==> config.mk <==
export PLATFORM = sky130hd
export DESIGN_NAME = vx_execute
export DESIGN_NICKNAME = d
export VERILOG_FILES = /design/src/hw/vx_pkg.sv /design/src/hw/vx_alu_stage.sv /design/src/hw/vx_execute.sv /design/src/hw/vx_lane_alu.sv /design/src/hw/vx_operand_stage.sv /design/src/hw/vx_reduce_stage.sv
export SDC_FILE = /design/constraint.sdc
export NUM_CORES = 1
export LEC_CHECK = 0
export BUFFER_PORTS_ARGS = -buffer_cell sky130_fd_sc_hd__buf_2
export CORE_MARGIN = 8
export CORE_UTILIZATION = 50
export CTS_CLUSTER_SIZE = 25
export DETAILED_ROUTE_END_ITERATION = 8
export HOLD_SLACK_MARGIN = 0.05
export MAX_ROUTING_LAYER = met4
export PLACE_DENSITY_LB_ADDON = 0.12
export SKIP_LAST_GASP = 1
export SLEW_MARGIN = 40
export SYNTH_ARGS = -nofsm -noshare
export SYNTH_HDL_FRONTEND = slang
export SYNTH_HIERARCHICAL = 1
export SYNTH_SLANG_ARGS = --single-unit
==> constraint.sdc <==
create_clock -name CLK -period 4.1 [get_ports CLK]
set_input_delay 0.205 -clock CLK [delete_from_list [all_inputs] [get_ports CLK]]
set_output_delay 0.205 -clock CLK [all_outputs]
set_load 0.02 [all_outputs]
==> src/hw/vx_pkg.sv <==
//**********************************************************************
// shared types for the two-lane vector execute pipeline
// import into each stage for the element, opcode and stage structs
//**********************************************************************
package vx_pkg;

  localparam int NUM_LANES = 2;

  typedef logic [31:0] word_t;
  typedef logic [4:0]  vreg_t;

  // integer ALU opcodes
  typedef enum logic [2:0] {
    VALU_ADD  = 3'd0,
    VALU_AND  = 3'd1,
    VALU_OR   = 3'd2,
    VALU_XOR  = 3'd3,
    VALU_MIN  = 3'd4,
    VALU_MINU = 3'd5,
    VALU_MAX  = 3'd6,
    VALU_MAXU = 3'd7
  } valu_op_t;

  // operand source, SRC_NONE reads as zero
  typedef enum logic [1:0] {
    SRC_V    = 2'd0,
    SRC_I    = 2'd1,
    SRC_X    = 2'd2,
    SRC_NONE = 2'd3
  } src_type_t;

  typedef enum logic [1:0] {
    SEW8  = 2'd0,
    SEW16 = 2'd1,
    SEW32 = 2'd2
  } sew_t;

  // from decode, imm and xs1 already sign-extended
  typedef struct packed {
    logic                        valid;
    valu_op_t                    op;
    src_type_t                   rs1_type;
    src_type_t                   rs2_type;
    sew_t                        sew;
    logic                        reduce;
    vreg_t                       vd;
    word_t [NUM_LANES-1:0]       vs1;
    word_t [NUM_LANES-1:0]       vs2;
    word_t                       imm;
    word_t                       xs1;
  } issue_t;

  // stage 1 to stage 2
  typedef struct packed {
    logic                        valid;
    valu_op_t                    op;
    sew_t                        sew;
    logic                        reduce;
    vreg_t                       vd;
    word_t [NUM_LANES-1:0]       a;
    word_t [NUM_LANES-1:0]       b;
  } operand_t;

  // stage 2 to stage 3
  typedef struct packed {
    logic                        valid;
    valu_op_t                    op;
    sew_t                        sew;
    logic                        reduce;
    vreg_t                       vd;
    word_t [NUM_LANES-1:0]       r;
  } lane_result_t;

  // hand-off to the memory stage
  typedef struct packed {
    logic                        valid;
    vreg_t                       vd;
    word_t                       res0;
    word_t                       res1;
  } exec_result_t;

endpackage

==> src/hw/vx_alu_stage.sv <==
//**********************************************************************
// execute stage 2: both lanes through the element ALU
// registers lane results with the control fields
//**********************************************************************
`timescale 1ns/100ps

module vx_alu_stage (
  input  logic                  CLK,
  input  logic                  nRST,
  input  logic                  stall,
  input  logic                  flush,
  input  vx_pkg::operand_t      opnd,
  output vx_pkg::lane_result_t  lres
);

  import vx_pkg::*;

  word_t [NUM_LANES-1:0] lane_y;

  // one ALU per lane
  for (genvar i = 0; i < NUM_LANES; i++) begin : g_lane
    vx_lane_alu u_alu (
      .op  (opnd.op),
      .sew (opnd.sew),
      .a   (opnd.a[i]),
      .b   (opnd.b[i]),
      .y   (lane_y[i])
    );
  end

  always_ff @(posedge CLK, negedge nRST) begin
    if (!nRST) begin
      lres <= '0;
    end else if (flush) begin
      lres.valid <= 1'b0;
    end else if (!stall) begin
      lres.valid  <= opnd.valid;
      lres.op     <= opnd.op;
      lres.sew    <= opnd.sew;
      lres.reduce <= opnd.reduce;
      lres.vd     <= opnd.vd;
      lres.r      <= lane_y;
    end
  end

endmodule

==> src/hw/vx_execute.sv <==
//**********************************************************************
// vector execute top, three-stage pipe from decode to memory
// result appears three unstalled edges after issue
//**********************************************************************
`timescale 1ns/100ps

module vx_execute (
  input  logic                  CLK,
  input  logic                  nRST,
  input  logic                  stall,
  input  logic                  flush,
  input  vx_pkg::issue_t        issue,
  output vx_pkg::exec_result_t  result
);

  import vx_pkg::*;

  operand_t     opnd;
  lane_result_t lres;

  vx_operand_stage u_operand (
    .CLK   (CLK),
    .nRST  (nRST),
    .stall (stall),
    .flush (flush),
    .issue (issue),
    .opnd  (opnd)
  );

  vx_alu_stage u_alu (
    .CLK   (CLK),
    .nRST  (nRST),
    .stall (stall),
    .flush (flush),
    .opnd  (opnd),
    .lres  (lres)
  );

  vx_reduce_stage u_reduce (
    .CLK    (CLK),
    .nRST   (nRST),
    .stall  (stall),
    .flush  (flush),
    .lres   (lres),
    .result (result)
  );

endmodule

==> src/hw/vx_lane_alu.sv <==
//**********************************************************************
// combinational element ALU, one per lane plus one for reductions
// signed min/max compare only the low sew bits of each word
//**********************************************************************
`timescale 1ns/100ps

module vx_lane_alu (
  input  vx_pkg::valu_op_t  op,
  input  vx_pkg::sew_t      sew,
  input  vx_pkg::word_t     a,
  input  vx_pkg::word_t     b,
  output vx_pkg::word_t     y
);

  import vx_pkg::*;

  logic slt;
  logic sltu;

  // a < b, signed at the element width
  always_comb begin
    case (sew)
      SEW8:    slt = $signed(a[7:0]) < $signed(b[7:0]);
      SEW16:   slt = $signed(a[15:0]) < $signed(b[15:0]);
      default: slt = $signed(a) < $signed(b);
    endcase
  end

  // unsigned forms always use the full word
  assign sltu = a < b;

  always_comb begin
    case (op)
      VALU_ADD:  y = a + b;
      VALU_AND:  y = a & b;
      VALU_OR:   y = a | b;
      VALU_XOR:  y = a ^ b;
      VALU_MIN:  y = slt ? a : b;
      VALU_MINU: y = sltu ? a : b;
      VALU_MAX:  y = slt ? b : a;
      VALU_MAXU: y = sltu ? b : a;
      default:   y = '0;
    endcase
  end

endmodule

==> src/hw/vx_operand_stage.sv <==
//**********************************************************************
// execute stage 1: picks the a and b operand for each lane
// broadcasts immediate and scalar sources, holds on stall
//**********************************************************************
`timescale 1ns/100ps

module vx_operand_stage (
  input  logic              CLK,
  input  logic              nRST,
  input  logic              stall,
  input  logic              flush,
  input  vx_pkg::issue_t    issue,
  output vx_pkg::operand_t  opnd
);

  import vx_pkg::*;

  word_t [NUM_LANES-1:0] sel_a;
  word_t [NUM_LANES-1:0] sel_b;

  // one lane's source mux
  function automatic word_t pick_src(input src_type_t src, input word_t vec,
                                     input word_t imm, input word_t xs1);
    word_t val;
    case (src)
      SRC_V:   val = vec;
      SRC_I:   val = imm;
      SRC_X:   val = xs1;
      default: val = '0;
    endcase
    return val;
  endfunction

  always_comb begin
    for (int i = 0; i < NUM_LANES; i++) begin
      sel_a[i] = pick_src(issue.rs1_type, issue.vs1[i], issue.imm, issue.xs1);
      sel_b[i] = pick_src(issue.rs2_type, issue.vs2[i], issue.imm, issue.xs1);
    end
  end

  // flush takes priority over stall
  always_ff @(posedge CLK, negedge nRST) begin
    if (!nRST) begin
      opnd <= '0;
    end else if (flush) begin
      opnd.valid <= 1'b0;
    end else if (!stall) begin
      opnd.valid  <= issue.valid;
      opnd.op     <= issue.op;
      opnd.sew    <= issue.sew;
      opnd.reduce <= issue.reduce;
      opnd.vd     <= issue.vd;
      opnd.a      <= sel_a;
      opnd.b      <= sel_b;
    end
  end

endmodule

==> src/hw/vx_reduce_stage.sv <==
//**********************************************************************
// execute stage 3: folds lane 1 into lane 0 on reductions
// output register is the hand-off to the memory stage
//**********************************************************************
`timescale 1ns/100ps

module vx_reduce_stage (
  input  logic                  CLK,
  input  logic                  nRST,
  input  logic                  stall,
  input  logic                  flush,
  input  vx_pkg::lane_result_t  lres,
  output vx_pkg::exec_result_t  result
);

  import vx_pkg::*;

  word_t fold;
  word_t res0_next;

  // r0 op r1, same compare rules as the lanes
  vx_lane_alu u_fold (
    .op  (lres.op),
    .sew (lres.sew),
    .a   (lres.r[0]),
    .b   (lres.r[1]),
    .y   (fold)
  );

  assign res0_next = lres.reduce ? fold : lres.r[0];

  always_ff @(posedge CLK, negedge nRST) begin
    if (!nRST) begin
      result <= '0;
    end else if (flush) begin
      result.valid <= 1'b0;
    end else if (!stall) begin
      result.valid <= lres.valid;
      result.vd    <= lres.vd;
      result.res0  <= res0_next;
      // lane 1 passes through unchanged
      result.res1  <= lres.r[1];
    end
  end

endmodule
* Word-level counts from Yosys, hierarchy flattened *
Cells that the tools add are included.
Widths: inputs -> output; s select.

word-level totals
  register bits = 286
  bits of input ports = 212
  output and inout bits = 70
  word-level logic and storage cells = 103

operators by class
  $add $sub $neg = 3
  order comparisons = 12
  equal/unequal tests = 21
  muxes and demuxes = 29
  bitwise logic cells = 11
  reduce and logical (&&, ||, !) cells = 7

operators with widths
  cell                number
  $pmux 32 s8         3
  $mux 32             13
  $pmux 32 s3         4
  $lt 32x32->1        6
  $mux 140            1
  $add 32x32->32      3
  $and 32x32->32      3
  $or 32x32->32       3
  $xor 32x32->32      3
  $mux 76             1
  $mux 70             1
  $lt 16x16->1        3
  $eq 3x3->1 const B  8
  $lt 8x8->1          3
  $eq 3x2->1 const B  4
  $eq 2x1->1 const B  4
  $logic_not 2->1     4
  $eq 3x1->1 const B  2
  $logic_not 3->1     2
  $pmux 1 s2          3
  $eq 2x2->1 const B  2
  $mux 1              3
  $ne 2x1->1 const B  1
  $not 1->1           2
  $reduce_and 2->1    1

* Depth between registers and ports, before layout *
Gate-level depths: netlist of run 1.

  depth in word-level cells = 7
  depth in mapped cells = 15
  depth with buffers taken out = 14

* By module *
The synthesis of run 1 kept the hierarchy.

by module, submodules not included
  module                                   instances  cells an instance  area an instance (um2)  sequential area each (um2)
  vx_lane_alu (u_alu.g_lane[0].u_alu ...)  2          678                4685.7                  0.0
  vx_operand_stage                         1          763                8557.0                  3503.4
  vx_lane_alu (u_reduce.u_fold)            1          725                4969.8                  0.0
  vx_reduce_stage                          1          225                3130.5                  1751.7
  vx_alu_stage                             1          162                3094.2                  1901.8

* Worst setup path after synthesis of run 1 *
No wires, ideal clock.

  path type = flip-flop to flip-flop
  start = reg u_alu/lres[27] (netlist name)
  end = reg u_reduce/result[47] (netlist name)
  setup time = 125 ps
  arrival time = 3203 ps
  required time = 3975 ps
  slack = 772 ps
  stages on the path, launching flop included = 16
  path buffers = 2
  period minus slack after synthesis = 3328 ps
  path through = dfrtp_1 > inv_1 > ha_1 > buf_2 > nor4_4 > nand4_1 > a31oi_2 > o31ai_4 > a41oi_4 > a31oi_4 > xnor2_4 > buf_6 > mux2i_1 > o22ai_1 > mux2i_1 > o21ai_1

between the ends
  word-level cells in the longest chain between the ends = 5
  elaborated cells between the ends (all ways) = 9
  classes of those cells = order compare: 2; mux: 7

ends and longest elaborated chain
  item                               RTL line                              RTL
  $lt 32x32->1                       vx_lane_alu.sv:25                     default: slt = $signed(a) < $signed(b);
  $pmux 1 s2                         vx_lane_alu.sv:22                     case (sew)
  $mux 32, on equally long branches  vx_lane_alu.sv:40, vx_lane_alu.sv:38
  $pmux 32 s8 *                      vx_lane_alu.sv:33                     case (op)
  named net u_reduce.fold[15]        vx_reduce_stage.sv:18                 word_t fold;
  $mux 32 *                          vx_reduce_stage.sv:30                 assign res0_next = lres.reduce ? fold : lres.r[0];

The timed path passes the listed nets; every way through them passes the cells marked *.
A chain may end at the register's enable or synchronous reset.

==> results of run 1 <==
## worst reg2reg max path: stages, from the launching register on
cell     delay (ps)
dfrtp_1         470
inv_1            80
ha_1            430
or4_1           600
nor4b_2         280
nor4_1          160
o31ai_4         240
nand4_4         160
buf_4           230
or3_1           370
nand3_1         100
o22ai_1         190
buf_4           240
mux2_2          260
## synthesized netlist by cell type, types with 42 or more instances
master      n
a211o_1    64
a21oi_1   278
a21oi_2    42
a22o_1     66
buf_2      52
clkbuf_1  114
dfrtp_1   286
ha_1      288
inv_1     258
mux2_2    100
mux2_4     82
mux2i_1   265
nand2_1   164
nand2b_1   83
nand3_1    53
nor2_1    151
nor2b_1    87
o21ai_0   166
o21ai_1    49
xnor2_1    63
## power groups by stage
stage	registers, mW	logic, mW	clock network, mW
floorplan	4.86	8.62	0
global placement	4.74	13.3	0
detailed placement	4.79	13.4	0
CTS	4.74	13.5	3.69
global route	4.86	14.7	3.80
finish	4.75	13.8	3.62
## final cells by class
class / count / area [um^2]
Multi-Input combinational cell: 2445 / 19600
Clock inverter: 16 / 284
Fill cell: 5201 / 24000
Sequential cell: 286 / 7170
Tap cell: 765 / 957
Antenna cell: 4 / 10.0
Inverter: 264 / 991
Timing Repair Buffer: 533 / 3630
Clock buffer: 51 / 1050
## placed cells by master (no fill, tap or decap), drive strengths merged, types with 7 or more instances in the layout
cell	n
nor2	153
o21a	8
clkbuf	51
buf	464
inv	266
nand4	19
nand3	53
nor2b	87
nand2b	83
o21ai	215
dfrtp	286
nor3	31
o21bai	18
ha	288
a21oi	320
xnor2	64
a211o	64
a21boi	9
and3	15
o31ai	11
a221o	38
a311oi	7
nor4	10
o211ai	10
a21o	22
a31oi	19
or3	30
mux2	182
mux4	11
o22ai	21
and2	7
nand2	164
a211oi	20
mux2i	265
a221oi	33
a22o	66
dlygate4sd3	69
xor2	22
## sequential cells by signal (all words and copies together), names as in the netlist
signal,flops
u_alu/lres,76
u_reduce/result,70
u_operand/opnd,140
## stage by stage
step	utilization	setup slack, ps	instances	total power [mW]
6_report	0.584	157	4364	22.1
5_1_grt	0.584	29.5	4364	23.3
4_1_cts	0.583	76.7	4360	21.9
3_5_place_dp	0.548	140	4224	18.1
3_3_place_gp	0.547	257	4220	18.0
2_1_floorplan	-	772	3231	13.5
## worst paths after layout
check	start	end	slack (ps)	cells past startpoint
max	u_operand/opnd[117]	u_alu/lres[63]	160	13
min	issue[29]	u_operand/opnd[93]	70	3
max reg2reg	u_operand/opnd[117]	u_alu/lres[63]	160	13
min reg2reg	u_operand/opnd[129]	u_operand/opnd[129]	470	2
max in group asynchronous	nRST	u_operand/opnd[138]	2750	4
min in group asynchronous	nRST	u_reduce/result[13]	150	2
## repair_timing
item,4_1_cts,5_1_grt
hold endpoints to repair,197,0
resized for setup,0,3
hold buffers,69,0
setup endpoints to repair,0,14
## cells by family after synthesis
family                   after synthesis  share of synthesized area
buffers and inverters                500                     0.0827
AND/OR/NAND/NOR                      681                      0.122
multiplexers                         458                      0.181
AO/OA/AOI/OAI                        929                      0.215
adder cells (fa/ha/maj)              291                      0.126
flip-flops                           286                      0.246
XOR/XNOR                              86                     0.0278
## per-layer routing
| layer | track usage | wire length, um |
|---|---|---|
| met3 | 0.0357 | 6280 |
| met2 | 0.542 | 52900 |
| met4 | 0.176 | 6830 |
| met1 | 0.422 | 47800 |
| met5 | - | 0 |
==> flow_metrics.env, run 1 <==
export IMPL_status="finished, final reports clean"
export IMPL_port_buffers=281
export IMPL_clk_pin_slew_ps=60
export IMPL_nNetsFinal=4071
export IMPL_maxSlewHeadroom=0.447
export IMPL_antenna_found_initial=5
export IMPL_grt_max_degree=96
export IMPL_synth_cell_type_count=101
export IMPL_clkSinkCount=286
export IMPL_ys_ff_latch=286
export IMPL_die_width_um=257
export IMPL_path_class="reg2reg"
export IMPL_ant_nets=0
export IMPL_p_switching_mw=10.6
export IMPL_htreeDepth=2
export IMPL_area_growth_pct=15.7
export IMPL_leakage_nw=16.2
export IMPL_placed_area_um2=31600
export IMPL_min_path_type="in2reg"
export IMPL_ios=282
export IMPL_cts_buffers=38
export IMPL_power_frac_comb=0.622
export IMPL_cp_top_family="simple AND/OR/NAND/NOR gates"
export IMPL_p_int_mw=11.6
export IMPL_clockRootBuffer="clkbuf_16"
export IMPL_worstPathBufferInverterCount=3
export IMPL_cts_max_path_buffers=3
export IMPL_chipHeight_um=257
export IMPL_cts_tree="done"
export IMPL_switching_share=0.477
export IMPL_whs_ps=65.0
export IMPL_syn_inst=3231
export IMPL_tns_ps=0
export IMPL_setup_viol=0
export IMPL_cap_violations=0
export IMPL_syn_avg_cell_area_um2=9.01
export IMPL_synth_fp_nets=3734
export IMPL_cellPowerDensity_nw_per_um2=657
export IMPL_fmax_ghz=0.254
export IMPL_worstPathMaxFanout=21
export IMPL_power_frac_clock=0.164
export IMPL_grt_setup_unrepaired="false"
export IMPL_post_route_min_period_ps=3940
export IMPL_path_cells="inv_1, ha_1, or4_1, nor4b_2, nor4_1, o31ai_4, nand4_4, buf_4, or3_1, nand3_1, o22ai_1, buf_4, mux2_2"
export IMPL_fin_area_um2=33700
export IMPL_drc=0
export IMPL_slowest_delay_ps=600
export IMPL_crit_path_end_kind="flop"
export IMPL_crit_path_start_kind="flop"
export IMPL_dpl_hpwl_mm=87.9
export IMPL_cts_setup_buffers=0
export IMPL_grt_pass1_wl_mm=170
export IMPL_yosysWarnings=6
export IMPL_wirelength_mm=114
export IMPL_rows=88
export IMPL_grt_overflow=0
export IMPL_grt_pass1_vias=26700
export IMPL_yosysTopAreaCellShare=0.246
export IMPL_gp_congestion=1.02
export IMPL_synth_flop_cell="dfrtp_1"
export IMPL_wl_per_cell_um=26.1
export IMPL_worstMarginPinSlew_ps=807
export IMPL_synth_edf_count=0
export IMPL_initial_core_util=0.505
export IMPL_synthTopCellsByArea="dfrtp_1, ha_1, mux2i_1, a21oi_1, mux2_4"
export IMPL_dieArea_um2=66200
export IMPL_clkLatencyLatePin_ps=580
export IMPL_via_per_inst=6.14
export IMPL_ys_seq_area_frac=0.246
export IMPL_netlist_area_um2=29100
export IMPL_synth_top_cell_by_area="dfrtp_1"
export IMPL_crit_arrival_ps=4400
export IMPL_crit_top_cell="buf_4"
export IMPL_slew_viol_final=0
export IMPL_async_reset_ff_frac=1.00
export IMPL_fin_crit_sh=0.962
export IMPL_coreArea_um2=57700
export IMPL_worstPathRequired_ps=4560
export IMPL_dr_first_iter_drc_count=2480
export IMPL_cpMaxStageDelayCell="or4_1"
export IMPL_layout_drive_gt1_share=0.225
export IMPL_skew_ps=26.4
export IMPL_p_seq_frac=0.214
export IMPL_ir_drop_mv=0.505
export IMPL_first_pass_iters=6
export IMPL_grtUsageTotal=0.339
export IMPL_num_vias=26800
export IMPL_hold_viol_final=0
Note: power is estimated with default switching activity, not from simulation.
==> run 2, diff against run 1 <==
==> constraint.sdc (replaced) <==
create_clock -name CLK -period 3.3 [get_ports CLK]
set_input_delay 0.165 -clock CLK [delete_from_list [all_inputs] [get_ports CLK]]
set_output_delay 0.165 -clock CLK [all_outputs]
set_load 0.02 [all_outputs]
==> flow_metrics.env, run 2 (synthesized netlist as in run 1, its figures left out) <==
export IMPL_min_path_type="in2reg"
export IMPL_ant_nets=0
export IMPL_maxSlewHeadroom=0.391
export IMPL_fin_util=0.680
export IMPL_r2r_cells=14
export IMPL_fin_crit_sh=1.09
export IMPL_clkLatencyLatePin_ps=580
export IMPL_chipHeight_um=257
export IMPL_final_cell_mix="buf_4, buf_2, dfrtp_1, ha_1"
export IMPL_worstMarginPinSlew_ps=913
export IMPL_worstPathMaxFanout=7
export IMPL_skew_ps=19.3
export IMPL_nNetsFinal=4549
export IMPL_crit_top_cell="mux2_4"
export IMPL_final_common_cell="buf_4"
export IMPL_cellPowerDensity_nw_per_um2=848
export IMPL_violations="setup timing"
export IMPL_dieArea_um2=66200
export IMPL_grt_setup_unrepaired="true"
export IMPL_port_buffers=281
export IMPL_area_growth_pct=34.6
export IMPL_reg_top3="u_operand/opnd: 140 flops, u_alu/lres: 76 flops, u_reduce/result: 70 flops"
export IMPL_post_route_min_period_ps=3580
export IMPL_initial_core_util=0.505
export IMPL_regMostFlops="u_operand/opnd"
export IMPL_wl_per_cell_um=24.8
export IMPL_final_cells=4849
export IMPL_fin_total_pwr_mw=33.3
export IMPL_die_width_um=257
export IMPL_drc=0
export IMPL_worstPathRequired_ps=3820
export IMPL_path_class="reg2reg"
export IMPL_grtUsageTotal=0.358
export IMPL_via_per_inst=5.94
export IMPL_crit_path_end_kind="flop"
export IMPL_cts_max_path_buffers=3
export IMPL_cts_buffers=38
export IMPL_ios=282
export IMPL_grt_overflow=0
export IMPL_hold_depth=4
export IMPL_place_inst=4611
export IMPL_tns_ps=-12120
export IMPL_cts_tree="done"
export IMPL_layout_drive_gt1_share=0.362
export IMPL_setup_viol=92
export IMPL_cap_violations=0
export IMPL_grt_pass1_vias=29100
export IMPL_dpl_hpwl_mm=92.3
export IMPL_post_place_ws_ps=-314
export IMPL_dr_first_iter_drc_count=2701
export IMPL_leakage_nw=18.7
export IMPL_setup_ws_ps=-284
export IMPL_num_vias=28800
export IMPL_largest_register_ffs=140
export IMPL_cpMaxStageDelayCell="or4_1"
export IMPL_htreeDepth=2
export IMPL_grt_pass1_wl_mm=181
export IMPL_fmax_ghz=0.279
export IMPL_rows=88
export IMPL_slowest_delay_ps=600
export IMPL_status="finished, violations left"
export IMPL_first_pass_iters=6
export IMPL_crit_arrival_ps=4100
export IMPL_clkSinkCount=286
export IMPL_clockRootBuffer="clkbuf_16"
export IMPL_gp_congestion=1.00
export IMPL_crit_path_start_kind="flop"
export IMPL_wirelength_mm=120
export IMPL_path_cells="inv_1, ha_1, or4_1, nor2_2, nand3_1, mux2_4, nand3b_4, nand4_4, xor2_4, buf_12, buf_4, mux2i_2, a21oi_2, mux2_4"
export IMPL_coreArea_um2=57700
export IMPL_slew_viol_final=0
export IMPL_clk_pin_slew_ps=60
export IMPL_ir_drop_mv=0.586
export IMPL_hold_viol_final=0
export IMPL_grt_max_degree=76
export IMPL_antenna_found_initial=11
==> run 2: where the power goes <==
part           switching, mW  internal [mW]  leakage (nW)
clock network           1.79           2.49         0.623
logic                   12.3           11.1          14.6
registers              0.910           4.60          3.51
==> run 2: per-layer routing <==
metal / GRT usage / vias up / routed length (um)
li1: - / 13200 / -
met1: 0.444 / 14100 / 50400
met2: 0.570 / 1197 / 54600
met3: 0.0474 / 305 / 7490
met4: 0.185 / 0 / 7840
met5: - / - / 0
==> run 2: layout make-up <==
type,instances,area [um^2]
Antenna cell,8,20.0
Clock buffer,51,1080
Clock inverter,19,201
Fill cell,4697,18500
Inverter,264,991
Multi-Input combinational cell,2445,21100
Sequential cell,286,7180
Tap cell,765,957
Timing Repair Buffer,1011,7680
==> run 2: final timing paths <==
kind                                startpoint                  end  slack (ps)
min in group asynchronous                 nRST  u_reduce/result[18]         170
max in group asynchronous                 nRST   u_operand/opnd[72]        2230
min reg2reg                u_operand/opnd[132]  u_operand/opnd[132]         490
max                         u_operand/opnd[13]       u_alu/lres[11]        -280
max reg2reg                 u_operand/opnd[13]       u_alu/lres[11]        -280
min                                 issue[108]   u_operand/opnd[44]          70
==> run 2: worst max-delay path: cells and delay by family (launching register included) <==
kind / cells / cell delay, ps
adders and majority gates: 1 / 250
DFF: 1 / 380
muxes: 3 / 690
xor gates and xnor gates: 1 / 240
buffers and inverters: 3 / 380
AOI/OAI and AO/OA: 1 / 420
and+or+nand+nor: 5 / 1150
==> run 2: repair_timing <==
action,4_1_cts,5_1_grt
buffers inserted,36,35
gates resized for setup,176,204
endpoints found under the setup margin,96,96
pin swaps,63,97
hold buffers,109,0
endpoints found under the hold margin,142,0
cloned,4,2
==> run 2: through the flow <==
step | cell area, um^2 | hold WS [ps]
final | 39200 | 71.4
after global routing | 39200 | 86.6
after CTS | 38200 | 50.8
after detailed placement | 34600 | 208
after global placement | 34600 | 205
after floorplan | 29100 | -131
